==> src/dma_pkg.sv <==
`default_nettype none

package dma_pkg;

    // beat count of one block
    localparam int unsigned COUNT_W = 18;

    // position inside a burst, up to 16 beats
    localparam int unsigned BEAT_W = 4;

    // element size, same code as the low bits of hsize
    typedef enum logic [1:0] {
        ES_BYTE = 2'b00,
        ES_HALF = 2'b01,
        ES_WORD = 2'b10
    } elem_size_e;

    // burst the controller would like to use
    typedef enum logic [1:0] {
        BP_SINGLE = 2'b00,
        BP_INCR4  = 2'b01,
        BP_INCR8  = 2'b10,
        BP_INCR16 = 2'b11
    } burst_pref_e;

    // addata means address of one beat overlapping data of the one before
    typedef enum logic [2:0] {
        ST_IDLE   = 3'd0,
        ST_ADDR   = 3'd1,
        ST_ADDATA = 3'd2,
        ST_DATA   = 3'd3,
        ST_ERROR  = 3'd4
    } master_state_e;

endpackage

`default_nettype wire

==> src/ahb_pkg.sv <==
`default_nettype none

package ahb_pkg;

    // bus widths
    localparam int unsigned HADDR_W = 32;
    localparam int unsigned HDATA_W = 32;

    // one byte lane
    localparam int unsigned BYTE_W = 8;

    // htrans encoding
    typedef enum logic [1:0] {
        IDLE   = 2'b00,
        BUSY   = 2'b01,
        NONSEQ = 2'b10,
        SEQ    = 2'b11
    } htrans_e;

    // hsize, only the sizes up to the bus width
    typedef enum logic [2:0] {
        BYTE = 3'b000,
        HALF = 3'b001,
        WORD = 3'b010
    } hsize_e;

    // full hburst encoding, the master drives only single and incrN
    typedef enum logic [2:0] {
        SINGLE = 3'b000,
        INCR   = 3'b001,
        WRAP4  = 3'b010,
        INCR4  = 3'b011,
        WRAP8  = 3'b100,
        INCR8  = 3'b101,
        WRAP16 = 3'b110,
        INCR16 = 3'b111
    } hburst_e;

endpackage

`default_nettype wire
==> src/dma_ahb_master.sv <==
`timescale 1ns/1ps
`default_nettype none

module dma_ahb_master (
    input  logic                          i_hclk,
    input  logic                          i_hnreset,

    // AHB side
    output logic [ahb_pkg::HADDR_W-1:0]   o_haddr,
    output logic                          o_hwrite,
    output ahb_pkg::hsize_e               o_hsize,
    output ahb_pkg::hburst_e              o_hburst,
    output ahb_pkg::htrans_e              o_htrans,
    output logic [ahb_pkg::HDATA_W-1:0]   o_hwdata,
    input  logic                          i_hready,
    input  logic                          i_hresp,
    input  logic [ahb_pkg::HDATA_W-1:0]   i_hrdata,

    // controller side
    input  logic                          i_req,
    output logic                          o_ack,
    input  logic [ahb_pkg::HADDR_W-1:0]   i_addr,
    input  logic [dma_pkg::COUNT_W-1:0]   i_count,
    input  dma_pkg::elem_size_e           i_size,
    input  dma_pkg::burst_pref_e          i_burst,
    input  logic                          i_write,
    input  logic                          i_inc_en,
    input  logic [ahb_pkg::HDATA_W-1:0]   i_wdata,
    output logic [ahb_pkg::HDATA_W-1:0]   o_rdata,
    output logic                          o_data_strobe,
    output logic                          o_idle,
    output logic                          o_fail
);

    dma_pkg::master_state_e      state;
    logic                        start;
    logic                        addr_state;
    logic                        first_beat;
    logic                        end_beat;
    logic                        last_beat;
    logic                        beats_left_zero;
    logic [ahb_pkg::HADDR_W-1:0] data_addr;

    // a block may begin only between handshakes
    assign start      = i_req && !o_ack;
    assign addr_state = (state == dma_pkg::ST_ADDR) || (state == dma_pkg::ST_ADDATA);

    // control is only meaningful during an address phase
    assign o_hwrite = addr_state && i_write;
    assign o_hsize  = addr_state ? ahb_pkg::hsize_e'({1'b0, i_size}) : ahb_pkg::BYTE;

    dma_master_fsm u_fsm (
        .i_hclk            (i_hclk),
        .i_hnreset         (i_hnreset),
        .i_req             (i_req),
        .i_hready          (i_hready),
        .i_hresp           (i_hresp),
        .i_first_beat      (first_beat),
        .i_end_beat        (end_beat),
        .i_last_beat       (last_beat),
        .i_beats_left_zero (beats_left_zero),
        .o_state           (state),
        .o_ack             (o_ack),
        .o_htrans          (o_htrans),
        .o_data_strobe     (o_data_strobe),
        .o_idle            (o_idle),
        .o_fail            (o_fail)
    );

    dma_beat_planner u_planner (
        .i_hclk            (i_hclk),
        .i_hnreset         (i_hnreset),
        .i_state           (state),
        .i_start           (start),
        .i_hready          (i_hready),
        .i_count           (i_count),
        .i_burst           (i_burst),
        .o_hburst          (o_hburst),
        .o_first_beat      (first_beat),
        .o_end_beat        (end_beat),
        .o_last_beat       (last_beat),
        .o_beats_left_zero (beats_left_zero)
    );

    dma_addr_gen u_addr (
        .i_hclk      (i_hclk),
        .i_hnreset   (i_hnreset),
        .i_state     (state),
        .i_start     (start),
        .i_hready    (i_hready),
        .i_addr      (i_addr),
        .i_size      (i_size),
        .i_inc_en    (i_inc_en),
        .o_haddr     (o_haddr),
        .o_data_addr (data_addr)
    );

    dma_data_lane u_lane (
        .i_size      (i_size),
        .i_data_addr (data_addr),
        .i_hrdata    (i_hrdata),
        .i_wdata     (i_wdata),
        .o_rdata     (o_rdata),
        .o_hwdata    (o_hwdata)
    );

endmodule

`default_nettype wire

==> src/dma_master_fsm.sv <==
`timescale 1ns/1ps
`default_nettype none

module dma_master_fsm (
    input  logic                   i_hclk,
    input  logic                   i_hnreset,
    input  logic                   i_req,
    input  logic                   i_hready,
    input  logic                   i_hresp,
    input  logic                   i_first_beat,
    input  logic                   i_end_beat,
    input  logic                   i_last_beat,
    input  logic                   i_beats_left_zero,
    output dma_pkg::master_state_e o_state,
    output logic                   o_ack,
    output ahb_pkg::htrans_e       o_htrans,
    output logic                   o_data_strobe,
    output logic                   o_idle,
    output logic                   o_fail
);

    dma_pkg::master_state_e nxt_state;
    logic                   addr_state;
    logic                   active;
    logic                   to_error;
    logic                   block_done;

    assign addr_state = (o_state == dma_pkg::ST_ADDR) || (o_state == dma_pkg::ST_ADDATA);
    assign active     = addr_state || (o_state == dma_pkg::ST_DATA);
    assign to_error   = active && i_hresp;

    // last data phase done, or second cycle of an error response
    assign block_done = ((o_state == dma_pkg::ST_DATA) && i_hready && !i_hresp
                         && i_beats_left_zero)
                        || ((o_state == dma_pkg::ST_ERROR) && i_hready);

    always_comb begin
        nxt_state = o_state;
        case (o_state)
            dma_pkg::ST_IDLE: begin
                if (i_req && !o_ack) begin
                    nxt_state = dma_pkg::ST_ADDR;
                end
            end
            dma_pkg::ST_ADDR: begin
                if (i_hresp) begin
                    nxt_state = dma_pkg::ST_ERROR;
                end else if (i_hready) begin
                    nxt_state = (i_end_beat || i_last_beat) ? dma_pkg::ST_DATA
                                                            : dma_pkg::ST_ADDATA;
                end
            end
            dma_pkg::ST_ADDATA: begin
                if (i_hresp) begin
                    nxt_state = dma_pkg::ST_ERROR;
                end else if (i_hready && (i_end_beat || i_last_beat)) begin
                    nxt_state = dma_pkg::ST_DATA;
                end
            end
            dma_pkg::ST_DATA: begin
                if (i_hresp) begin
                    nxt_state = dma_pkg::ST_ERROR;
                end else if (i_hready) begin
                    nxt_state = i_beats_left_zero ? dma_pkg::ST_IDLE : dma_pkg::ST_ADDR;
                end
            end
            dma_pkg::ST_ERROR: begin
                if (i_hready) begin
                    nxt_state = dma_pkg::ST_IDLE;
                end
            end
            default: nxt_state = dma_pkg::ST_IDLE;
        endcase
    end

    always_ff @(posedge i_hclk, negedge i_hnreset) begin
        if (!i_hnreset) begin
            o_state <= dma_pkg::ST_IDLE;
            o_ack   <= 1'b0;
            o_fail  <= 1'b0;
        end else begin
            o_state <= nxt_state;
            // ack and fail are held until the controller drops req
            if (!i_req) begin
                o_ack  <= 1'b0;
                o_fail <= 1'b0;
            end else begin
                if (block_done) begin
                    o_ack <= 1'b1;
                end
                if (to_error) begin
                    o_fail <= 1'b1;
                end
            end
        end
    end

    assign o_htrans = !addr_state ? ahb_pkg::IDLE :
                      i_first_beat ? ahb_pkg::NONSEQ : ahb_pkg::SEQ;

    assign o_data_strobe = ((o_state == dma_pkg::ST_ADDATA) || (o_state == dma_pkg::ST_DATA))
                           && i_hready;
    assign o_idle = o_state == dma_pkg::ST_IDLE;

endmodule

`default_nettype wire

==> src/dma_beat_planner.sv <==
`timescale 1ns/1ps
`default_nettype none

module dma_beat_planner (
    input  logic                          i_hclk,
    input  logic                          i_hnreset,
    input  dma_pkg::master_state_e        i_state,
    input  logic                          i_start,
    input  logic                          i_hready,
    input  logic [dma_pkg::COUNT_W-1:0]   i_count,
    input  dma_pkg::burst_pref_e          i_burst,
    output ahb_pkg::hburst_e              o_hburst,
    output logic                          o_first_beat,
    output logic                          o_end_beat,
    output logic                          o_last_beat,
    output logic                          o_beats_left_zero
);

    logic [dma_pkg::COUNT_W-1:0] beats_left;
    logic [dma_pkg::BEAT_W-1:0]  beat_cnt;
    logic [dma_pkg::BEAT_W-1:0]  pref_last;
    logic                        addr_state;
    logic                        addr_done;
    logic                        short_left;
    logic                        residual_q;
    logic                        residual;

    assign addr_state = (i_state == dma_pkg::ST_ADDR) || (i_state == dma_pkg::ST_ADDATA);
    assign addr_done  = addr_state && i_hready;

    // index of the last beat of the preferred burst
    always_comb begin
        case (i_burst)
            dma_pkg::BP_INCR4:  pref_last = 4'd3;
            dma_pkg::BP_INCR8:  pref_last = 4'd7;
            dma_pkg::BP_INCR16: pref_last = 4'd15;
            default:            pref_last = 4'd0;
        endcase
    end

    // fewer beats left than the preferred burst holds
    assign short_left = beats_left <= dma_pkg::COUNT_W'(pref_last);

    // decided at the first beat, then frozen for the rest of the burst
    assign residual = o_first_beat ? short_left : residual_q;

    always_ff @(posedge i_hclk, negedge i_hnreset) begin
        if (!i_hnreset) begin
            beats_left <= '0;
            beat_cnt   <= '0;
            residual_q <= 1'b0;
        end else if (i_state == dma_pkg::ST_IDLE) begin
            beat_cnt   <= '0;
            residual_q <= 1'b0;
            if (i_start) begin
                beats_left <= i_count;
            end
        end else if (addr_done) begin
            beats_left <= beats_left - 1'b1;
            residual_q <= residual;
            // burst ends on its last beat or on the last beat of the block
            if (o_end_beat || o_last_beat) begin
                beat_cnt <= '0;
            end else begin
                beat_cnt <= beat_cnt + 1'b1;
            end
        end
    end

    assign o_first_beat      = beat_cnt == '0;
    assign o_end_beat        = residual ? 1'b1 : (beat_cnt == pref_last);
    assign o_last_beat       = beats_left == dma_pkg::COUNT_W'(1);
    assign o_beats_left_zero = beats_left == '0;

    always_comb begin
        if (!addr_state || residual) begin
            o_hburst = ahb_pkg::SINGLE;
        end else begin
            case (i_burst)
                dma_pkg::BP_INCR4:  o_hburst = ahb_pkg::INCR4;
                dma_pkg::BP_INCR8:  o_hburst = ahb_pkg::INCR8;
                dma_pkg::BP_INCR16: o_hburst = ahb_pkg::INCR16;
                default:            o_hburst = ahb_pkg::SINGLE;
            endcase
        end
    end

endmodule

`default_nettype wire

==> src/dma_addr_gen.sv <==
`timescale 1ns/1ps
`default_nettype none

module dma_addr_gen (
    input  logic                          i_hclk,
    input  logic                          i_hnreset,
    input  dma_pkg::master_state_e        i_state,
    input  logic                          i_start,
    input  logic                          i_hready,
    input  logic [ahb_pkg::HADDR_W-1:0]   i_addr,
    input  dma_pkg::elem_size_e           i_size,
    input  logic                          i_inc_en,
    output logic [ahb_pkg::HADDR_W-1:0]   o_haddr,
    output logic [ahb_pkg::HADDR_W-1:0]   o_data_addr
);

    logic [ahb_pkg::HADDR_W-1:0] step;
    logic                        addr_done;

    assign addr_done = ((i_state == dma_pkg::ST_ADDR) || (i_state == dma_pkg::ST_ADDATA))
                       && i_hready;

    // one element further
    always_comb begin
        case (i_size)
            dma_pkg::ES_BYTE: step = 'd1;
            dma_pkg::ES_HALF: step = 'd2;
            default:          step = 'd4;
        endcase
    end

    always_ff @(posedge i_hclk, negedge i_hnreset) begin
        if (!i_hnreset) begin
            o_haddr <= '0;
        end else if ((i_state == dma_pkg::ST_IDLE) && i_start) begin
            o_haddr <= i_addr;
        end else if (addr_done && i_inc_en) begin
            o_haddr <= o_haddr + step;
        end
    end

    // data phase address for the read lane choice
    always_ff @(posedge i_hclk, negedge i_hnreset) begin
        if (!i_hnreset) begin
            o_data_addr <= '0;
        end else if (addr_done) begin
            o_data_addr <= o_haddr;
        end
    end

endmodule

`default_nettype wire

==> src/dma_data_lane.sv <==
`timescale 1ns/1ps
`default_nettype none

module dma_data_lane (
    input  dma_pkg::elem_size_e           i_size,
    input  logic [ahb_pkg::HADDR_W-1:0]   i_data_addr,
    input  logic [ahb_pkg::HDATA_W-1:0]   i_hrdata,
    input  logic [ahb_pkg::HDATA_W-1:0]   i_wdata,
    output logic [ahb_pkg::HDATA_W-1:0]   o_rdata,
    output logic [ahb_pkg::HDATA_W-1:0]   o_hwdata
);

    localparam int unsigned HALF_W = 2 * ahb_pkg::BYTE_W;

    // read side, lane chosen by the low address bits
    always_comb begin
        case (i_size)
            dma_pkg::ES_BYTE: begin
                o_rdata = {{(ahb_pkg::HDATA_W - ahb_pkg::BYTE_W){1'b0}},
                           i_hrdata[i_data_addr[1:0] * ahb_pkg::BYTE_W +: ahb_pkg::BYTE_W]};
            end
            dma_pkg::ES_HALF: begin
                o_rdata = {{(ahb_pkg::HDATA_W - HALF_W){1'b0}},
                           i_hrdata[i_data_addr[1] * HALF_W +: HALF_W]};
            end
            default: o_rdata = i_hrdata;
        endcase
    end

    // write side, the slave takes whichever lane it needs
    always_comb begin
        case (i_size)
            dma_pkg::ES_BYTE: begin
                o_hwdata = {(ahb_pkg::HDATA_W / ahb_pkg::BYTE_W){i_wdata[ahb_pkg::BYTE_W-1:0]}};
            end
            dma_pkg::ES_HALF: begin
                o_hwdata = {(ahb_pkg::HDATA_W / HALF_W){i_wdata[HALF_W-1:0]}};
            end
            default: o_hwdata = i_wdata;
        endcase
    end

endmodule

`default_nettype wire

==> config.mk <==
export PLATFORM = sky130hd
export DESIGN_NAME = dma_ahb_master
export DESIGN_NICKNAME = d
export VERILOG_FILES = /design/src/dma_pkg.sv /design/src/ahb_pkg.sv /design/src/dma_ahb_master.sv /design/src/dma_master_fsm.sv /design/src/dma_beat_planner.sv /design/src/dma_addr_gen.sv /design/src/dma_data_lane.sv
export SDC_FILE = /design/constraint.sdc
export NUM_CORES = 1
export LEC_CHECK = 0
export BUFFER_PORTS_ARGS = -buffer_cell sky130_fd_sc_hd__buf_2
export CAP_MARGIN = 20
export CELL_PAD_IN_SITES_DETAIL_PLACEMENT = 1
export CELL_PAD_IN_SITES_GLOBAL_PLACEMENT = 2
export CORE_MARGIN = 8
export CORE_UTILIZATION = 32
export CTS_BUF_LIST = sky130_fd_sc_hd__clkbuf_2
export CTS_CLUSTER_SIZE = 24
export DETAILED_ROUTE_END_ITERATION = 8
export GPL_TIMING_DRIVEN = 0
export PLACE_DENSITY = 0.92
export SYNTH_ARGS = -nofsm -noshare
export SYNTH_HDL_FRONTEND = slang
export SYNTH_HIERARCHICAL = 1
export SYNTH_SLANG_ARGS = --single-unit
==> constraint.sdc <==
create_clock -name i_hclk -period 6 [get_ports i_hclk]
set_clock_uncertainty 0.05 [all_clocks]
set_input_delay 0.3 -clock i_hclk [delete_from_list [all_inputs] [get_ports i_hclk]]
set_output_delay 0.3 -clock i_hclk [all_outputs]
set_load 0.01 [all_outputs]
# After elaboration in Yosys (flattened, before gate mapping)
# Cells that the tools add are included.
[op_classes]
n_addsub = 3
multipliers = 0
div_mod_pow = 0
n_lt_le_gt_ge = 1
eq_ne = 17
shifts = 2
mux = 36
bitwise_logic = 0
reduce_logical = 29
[ops]
columns = ["operator", "count"]
rows = [
  ["one-hot mux 32 bit (2 select lines)", 2],
  ["2-to-1 mux 32 bit", 2],
  ["2-to-1 mux 18 bit", 3],
  ["adder 32 x 3 -> 32 bit", 1],
  ["variable part select 32 x 6 -> 16 bit", 1],
  ["variable part select 32 x 6 -> 8 bit", 1],
  ["2-to-1 mux 3 bit", 9],
  ["== test 18 x 1 -> 1 bit (second input constant)", 1],
  ["less-or-equal comparator 18 x 4 -> 1 bit", 1],
  ["logical NOT 18 bit", 1],
  ["subtractor 18 x 1 -> 18 bit (second input constant)", 1],
  ["one-hot mux 3 bit (5 select lines)", 1],
  ["logical AND 1 bit", 12],
  ["2-to-1 mux 4 bit", 3],
  ["one-hot mux 4 bit (3 select lines)", 1],
  ["2-to-1 mux 1 bit", 11],
  ["one-hot mux 3 bit (3 select lines)", 1],
  ["== test 3 x 2 -> 1 bit (second input constant)", 2],
  ["logical OR 1 bit", 6],
  ["inequality test 2 x 1 -> 1 bit (second input constant)", 3],
  ["inequality test 3 bit (second input constant)", 2],
  ["one-hot mux 3 bit (2 select lines)", 1],
  ["AND reduction 5 bit", 1],
  ["adder 4 x 1 -> 4 bit (second input constant)", 1],
  ["14 further kinds", 20],
]
[word_totals]
regBits = 62
latchBits = 0
mem_bits_rw = 0
romBits = 0
in_bits = 125
out_inout_bits = 109
word_cells = 96
n_memories = 0

# Logic depth before layout (Yosys ltp)
[depth]
ltp_word = 10
ltp_mapped = 11
depth_no_buf = 11

# Hierarchy
# The synthesis kept the hierarchy.
[by_module_without_submodules]
columns = ["module", "instances", "cells_each", "area_per_inst_um2"]
rows = [
  ["dma_addr_gen", 1, 300, 3118.0],
  ["dma_beat_planner", 1, 205, 1666.6],
  ["dma_data_lane", 1, 124, 939.7],
  ["dma_master_fsm", 1, 39, 357.8],
  ["dma_ahb_master", 1, 7, 48.8],
]

# Least setup slack after synthesis
# OpenSTA, ideal clock, no wires.
[synth_timing]
kind = "input to register"
from = "input i_burst[1]"
to = "register u_fsm.o_state[0]"
setup_time_ps = 136
arrival_ps = 2116
required_time_ps = 5814
path_slack_ps = 3699
cell_stages = 10
path_buffers = 0
cell_sequence = "or2_2 > inv_1 > ha_1 > and4_1 > a211o_1 > nand2_1 > nand3_1 > or2_2 > a211oi_1 > o32ai_1"
[synth_between]
elab_chain_cells = 10
[synth_lines]
columns = ["item", "line_no", "source"]
rows = [
  ["from (decl)", "dma_ahb_master.sv:25", "input dma_pkg::burst_pref_e i_burst,"],
  ["== test 2 bit / == test 2 x 1 -> 1 bit (equally long branches)", "dma_beat_planner.sv:33", "case (i_burst)"],
  ["one-hot mux 4 bit (3 select lines) *", "dma_beat_planner.sv:33", ""],
  ["less-or-equal comparator 18 x 4 -> 1 bit", "dma_beat_planner.sv:42", "assign short_left = beats_left <= dma_pkg::COUNT_W'(pref_last);"],
  ["2-to-1 mux 1 bit", "dma_beat_planner.sv:45", "assign residual = o_first_beat ? short_left : residual_q;"],
  ["2-to-1 mux 1 bit *", "dma_beat_planner.sv:71", "assign o_end_beat = residual ? 1'b1 : (beat_cnt == pref_last);"],
  ["via end_beat", "dma_ahb_master.sv:39", "logic end_beat;"],
  ["logical OR 1 bit *", "dma_master_fsm.sv:49, dma_master_fsm.sv:56", ""],
  ["2-to-1 mux 1 bit", "dma_master_fsm.sv:49", "nxt_state = (i_end_beat || i_last_beat) ? dma_pkg::ST_DATA"],
  ["2-to-1 mux 3 bit", "dma_master_fsm.sv:48", "end else if (i_hready) begin"],
  ["2-to-1 mux 3 bit", "dma_master_fsm.sv:46", "if (i_hresp) begin"],
  ["one-hot mux 3 bit (5 select lines)", "dma_master_fsm.sv:39", "case (o_state)"],
  ["to (signal assigned)", "dma_master_fsm.sv:78", "o_state <= dma_pkg::ST_IDLE;"],
  ["to (signal assigned)", "dma_master_fsm.sv:82", "o_state <= nxt_state;"],
  ["to (decl)", "dma_master_fsm.sv:14", "output dma_pkg::master_state_e o_state,"],
]
# Mark *: on every way through the listed nets, which the timed path passes. The rest lies on a longest branch. The select of a mux whose other input is x is not followed.
# A chain may end at the register's enable or synchronous reset.

# Worst setup path in the final report
[layout_timing]
from = "register u_planner/beats_left[6] (netlist bit)"
to = "output o_hburst[1]"
[layout_between]
elab_chain_cells = 4
[layout_lines]
columns = ["item", "line_no", "source"]
rows = [
  ["from (decl)", "dma_beat_planner.sv:19", "logic [dma_pkg::COUNT_W-1:0] beats_left;"],
  ["from (signal assigned)", "dma_beat_planner.sv:56", "beats_left <= i_count;"],
  ["from (signal assigned)", "dma_beat_planner.sv:59", "beats_left <= beats_left - 1'b1;"],
  ["less-or-equal comparator 18 x 4 -> 1 bit", "dma_beat_planner.sv:42", ""],
  ["2-to-1 mux 1 bit", "dma_beat_planner.sv:45", ""],
  ["logical OR 1 bit", "dma_beat_planner.sv:76", "if (!addr_state || residual) begin"],
  ["2-to-1 mux 3 bit", "dma_beat_planner.sv:76", ""],
  ["to (decl)", "dma_ahb_master.sv:12", "output ahb_pkg::hburst_e o_hburst,"],
]
# No other way between the ends.

==> results.tsv <==
stage	metric	value	unit
worst_setup_path	Setup crit end kind	output pin	
global_route	GRT Util Overall	20.76	%
cts	Num CTS Buffers	9	
cts	Root Buffer	clkbuf_2	
worst_setup_path	FF-to-FF setup slack	3230	ps
timing	Final period util	52.91	%
placed_design	input/output buffers	232	
detailed_routing	drt initial violations	224	
timing	RSZ-0062 raised after global routing	no	
cells_and_area	Layout Nets	1039	
timing	count of final setup violators	0	
min_path	min-delay src	i_hready	
detailed_routing	Max Used Layer	met4	
yosys	post-synthesis cell count	607	
timing	Final Hold Fails	0	
floorplan	Starting Density	32.22	%
floorplan	Die Width	141.5	um
cells_and_area	Register Area	0.001551	sq mm
cts	deepest clock path buffer count	2	
placed_design	Inst Count DP	1055	
worst_setup_path	CP Class	flop to output pin	
cts	CTS clk-pin slew, worst paths	200	ps
worst_setup_path	RR Startpoint	u_planner/beats_left[6]	
timing	setup_tns	0	ps
cells_and_area	fin cells	1124	
cts	clock sinks	62	
detailed_routing	met1 wire length	8.936	mm
floorplan	core area	0.01566	sq mm
global_route	number of global-route vias before repair	6014	
yosys	Post-Syn Area	0.005044	sq mm
floorplan	Vert. Die Dim	141.5	um
min_path	Worst Hold Class	primary input to flop	
global_route	first-pass GRT wire length	33.27	mm
placed_design	Placed Area	0.006477	sq mm
global_route	initial antenna violation count	1	
floorplan	Row Count	46	
cts	worst skew pair latency	570	ps
worst_setup_path	slowest CP cell	nor4_1	
detailed_routing	ANT nets after route	0	
pwr	pwr/cell area	372.1	mW/mm^2
placed_design	Routability Congestion	0.8670	
worst_setup_path	Worst R2R End	u_fsm/o_state[0]	
detailed_routing	routed wl met3	1.098	mm
global_route	largest net degree at the start of global routing	63	
cells_and_area	design area	0.007114	sq mm
worst_setup_path	crit path max fanout	7	
worst_setup_path	worst path cell trace	nor4_1 -> nand3_1 -> o31ai_1 -> a21boi_1 -> and2_1 -> buf_2	
timing	Min Clock Period, post-route	3175	ps
outcome	status	complete, no violations	
timing	max-slew violation count	0	
timing	Rel. slew slack	42.41	%
cells_and_area	Fill cells	2003	
cts	CTS tree	done	
flow_run	max-cap viol count	0	
global_route	remaining global-route overflow	0	
timing	hold slack	71.00	ps
pwr	Max IR drop VDD	0.1901	mV
detailed_routing	residual DRC count	0	
pwr	Pwr Total	2.647	mW
floorplan	die footprint	0.02004	sq mm
worst_setup_path	path depth of the worst reg2reg path	6	
worst_setup_path	Critical Path Source Type	flop	
detailed_routing	DRT Wirelength	21.16	mm
floorplan	I/O pin count	234	
cells_and_area	area growth from synthesis to layout	41.06	%
detailed_routing	Vias	5817	
pwr	Leakage	3.247	nW
timing	Slew @ Worst Pin	863.8	ps
worst_setup_path	slowest stage delay, CP	580	ps
detailed_routing	TritonRoute pass-1 iters	4	
worst_setup_path	Worst Path Required	5650	ps
cells_and_area	area occupied by multi-input gates	0.003173	sq mm
min_path	worst hold path depth	2	
placed_design	dpl hpwl	16.13	mm
detailed_routing	drt wl/cell	18.82	um
cells_and_area	share of layout cells above drive strength 1	33.74	%
min_path	Hold Path End	u_fsm/o_state[2]	
worst_setup_path	worst endpoint data arrival time	2820	ps
yosys	Yosys Warn Count	6	
yosys	Synth Net Count	744	
timing	Fmax achieved	315.0	MHz
detailed_routing	met2 wire len	10.63	mm
yosys	Syn Area/Cell	8.309	sq um
detailed_routing	post-DR vias/cell	5.175	
cts	H-tree Lvls	3	
==> layout make-up <==
type                            count  area share, %
Antenna cell                        1        0.03517
Buffer                             47          3.535
Clock buffer                        9         0.6331
Clock inverter                      7          1.038
Inverter                           18         0.9497
Multi-Input combinational cell    480          44.60
Sequential cell                    62          21.81
Tap cell                          216          3.799
Timing Repair Buffer              284          23.60
==> power by group <==
group	internal, mW	switching [mW]
Clock	0.0973	0.191
Combinational	0.633	0.867
Sequential	0.602	0.256
==> worst max-delay path, delay by kind of cell, from the launching register on <==
family,cells,cell delay (ps)
DFF,1,490
AOI/OAI and AO/OA,2,560
and+or+nand+nor,3,1090
buffers and inverters,1,130
==> state kept, by name, indices dropped and copies added, names as in the netlist <==
signal,cells
u_fsm/o_state,3
u_planner/residual_q,1
u_fsm/o_fail,1
u_planner/beats_left,18
u_planner/beat_cnt,4
u_addr/o_data_addr,2
u_fsm/o_ack,1
u_addr/o_haddr,32
==> placed cells by master (no fill, tap or decap), types with 19 or more instances in the layout <==
master	count
dlygate4sd3_1	51
dfrtp_1	62
and2_1	21
mux2_2	19
xnor2_1	33
nor2_1	41
nor4_1	19
clkbuf_1	23
nand2_1	66
o21ai_0	50
buf_2	241
a21oi_1	31
==> worst max path at each step <==
stage / start / endpoint / slack [ps] / cells past startpoint
2_1_floorplan: i_burst[1] / u_fsm/o_state[0] / 3700 / 10
3_3_place_gp: u_planner/beats_left[0] / u_fsm/o_state[0] / 3280 / 8
3_5_place_dp: u_planner/beats_left[0] / u_fsm/o_state[0] / 3300 / 8
4_1_cts: u_planner/beats_left[6] / o_hburst[1] / 2800 / 6
5_1_grt: u_planner/beats_left[7] / o_hburst[1] / 2640 / 6
6_report: u_planner/beats_left[6] / o_hburst[1] / 2830 / 6
==> routing by layer <==
layer  up-vias  track usage, %
li1       2798               -
met1      2813           24.29
met2       172           36.92
met3        34           4.099
met4         0           7.349
met5         -               0
==> stage by stage <==
stage | util (%) | setup slack, ps
after floorplan | - | 3699
after global placement | 41.36 | 3278
after detailed placement | 41.38 | 3297
after CTS | 45.40 | 2803
after global routing | 45.44 | 2636
final | 45.44 | 2825
==> what timing repair did <==
| item | 4_1_cts | 5_1_grt |
|---|---|---|
| hold endpoints to repair | 113 | 0 |
| hold buffers | 51 | 0 |
| buffers inserted | 0 | 0 |
| resized for setup | 0 | 0 |
(Power assumes the default switching activity.)
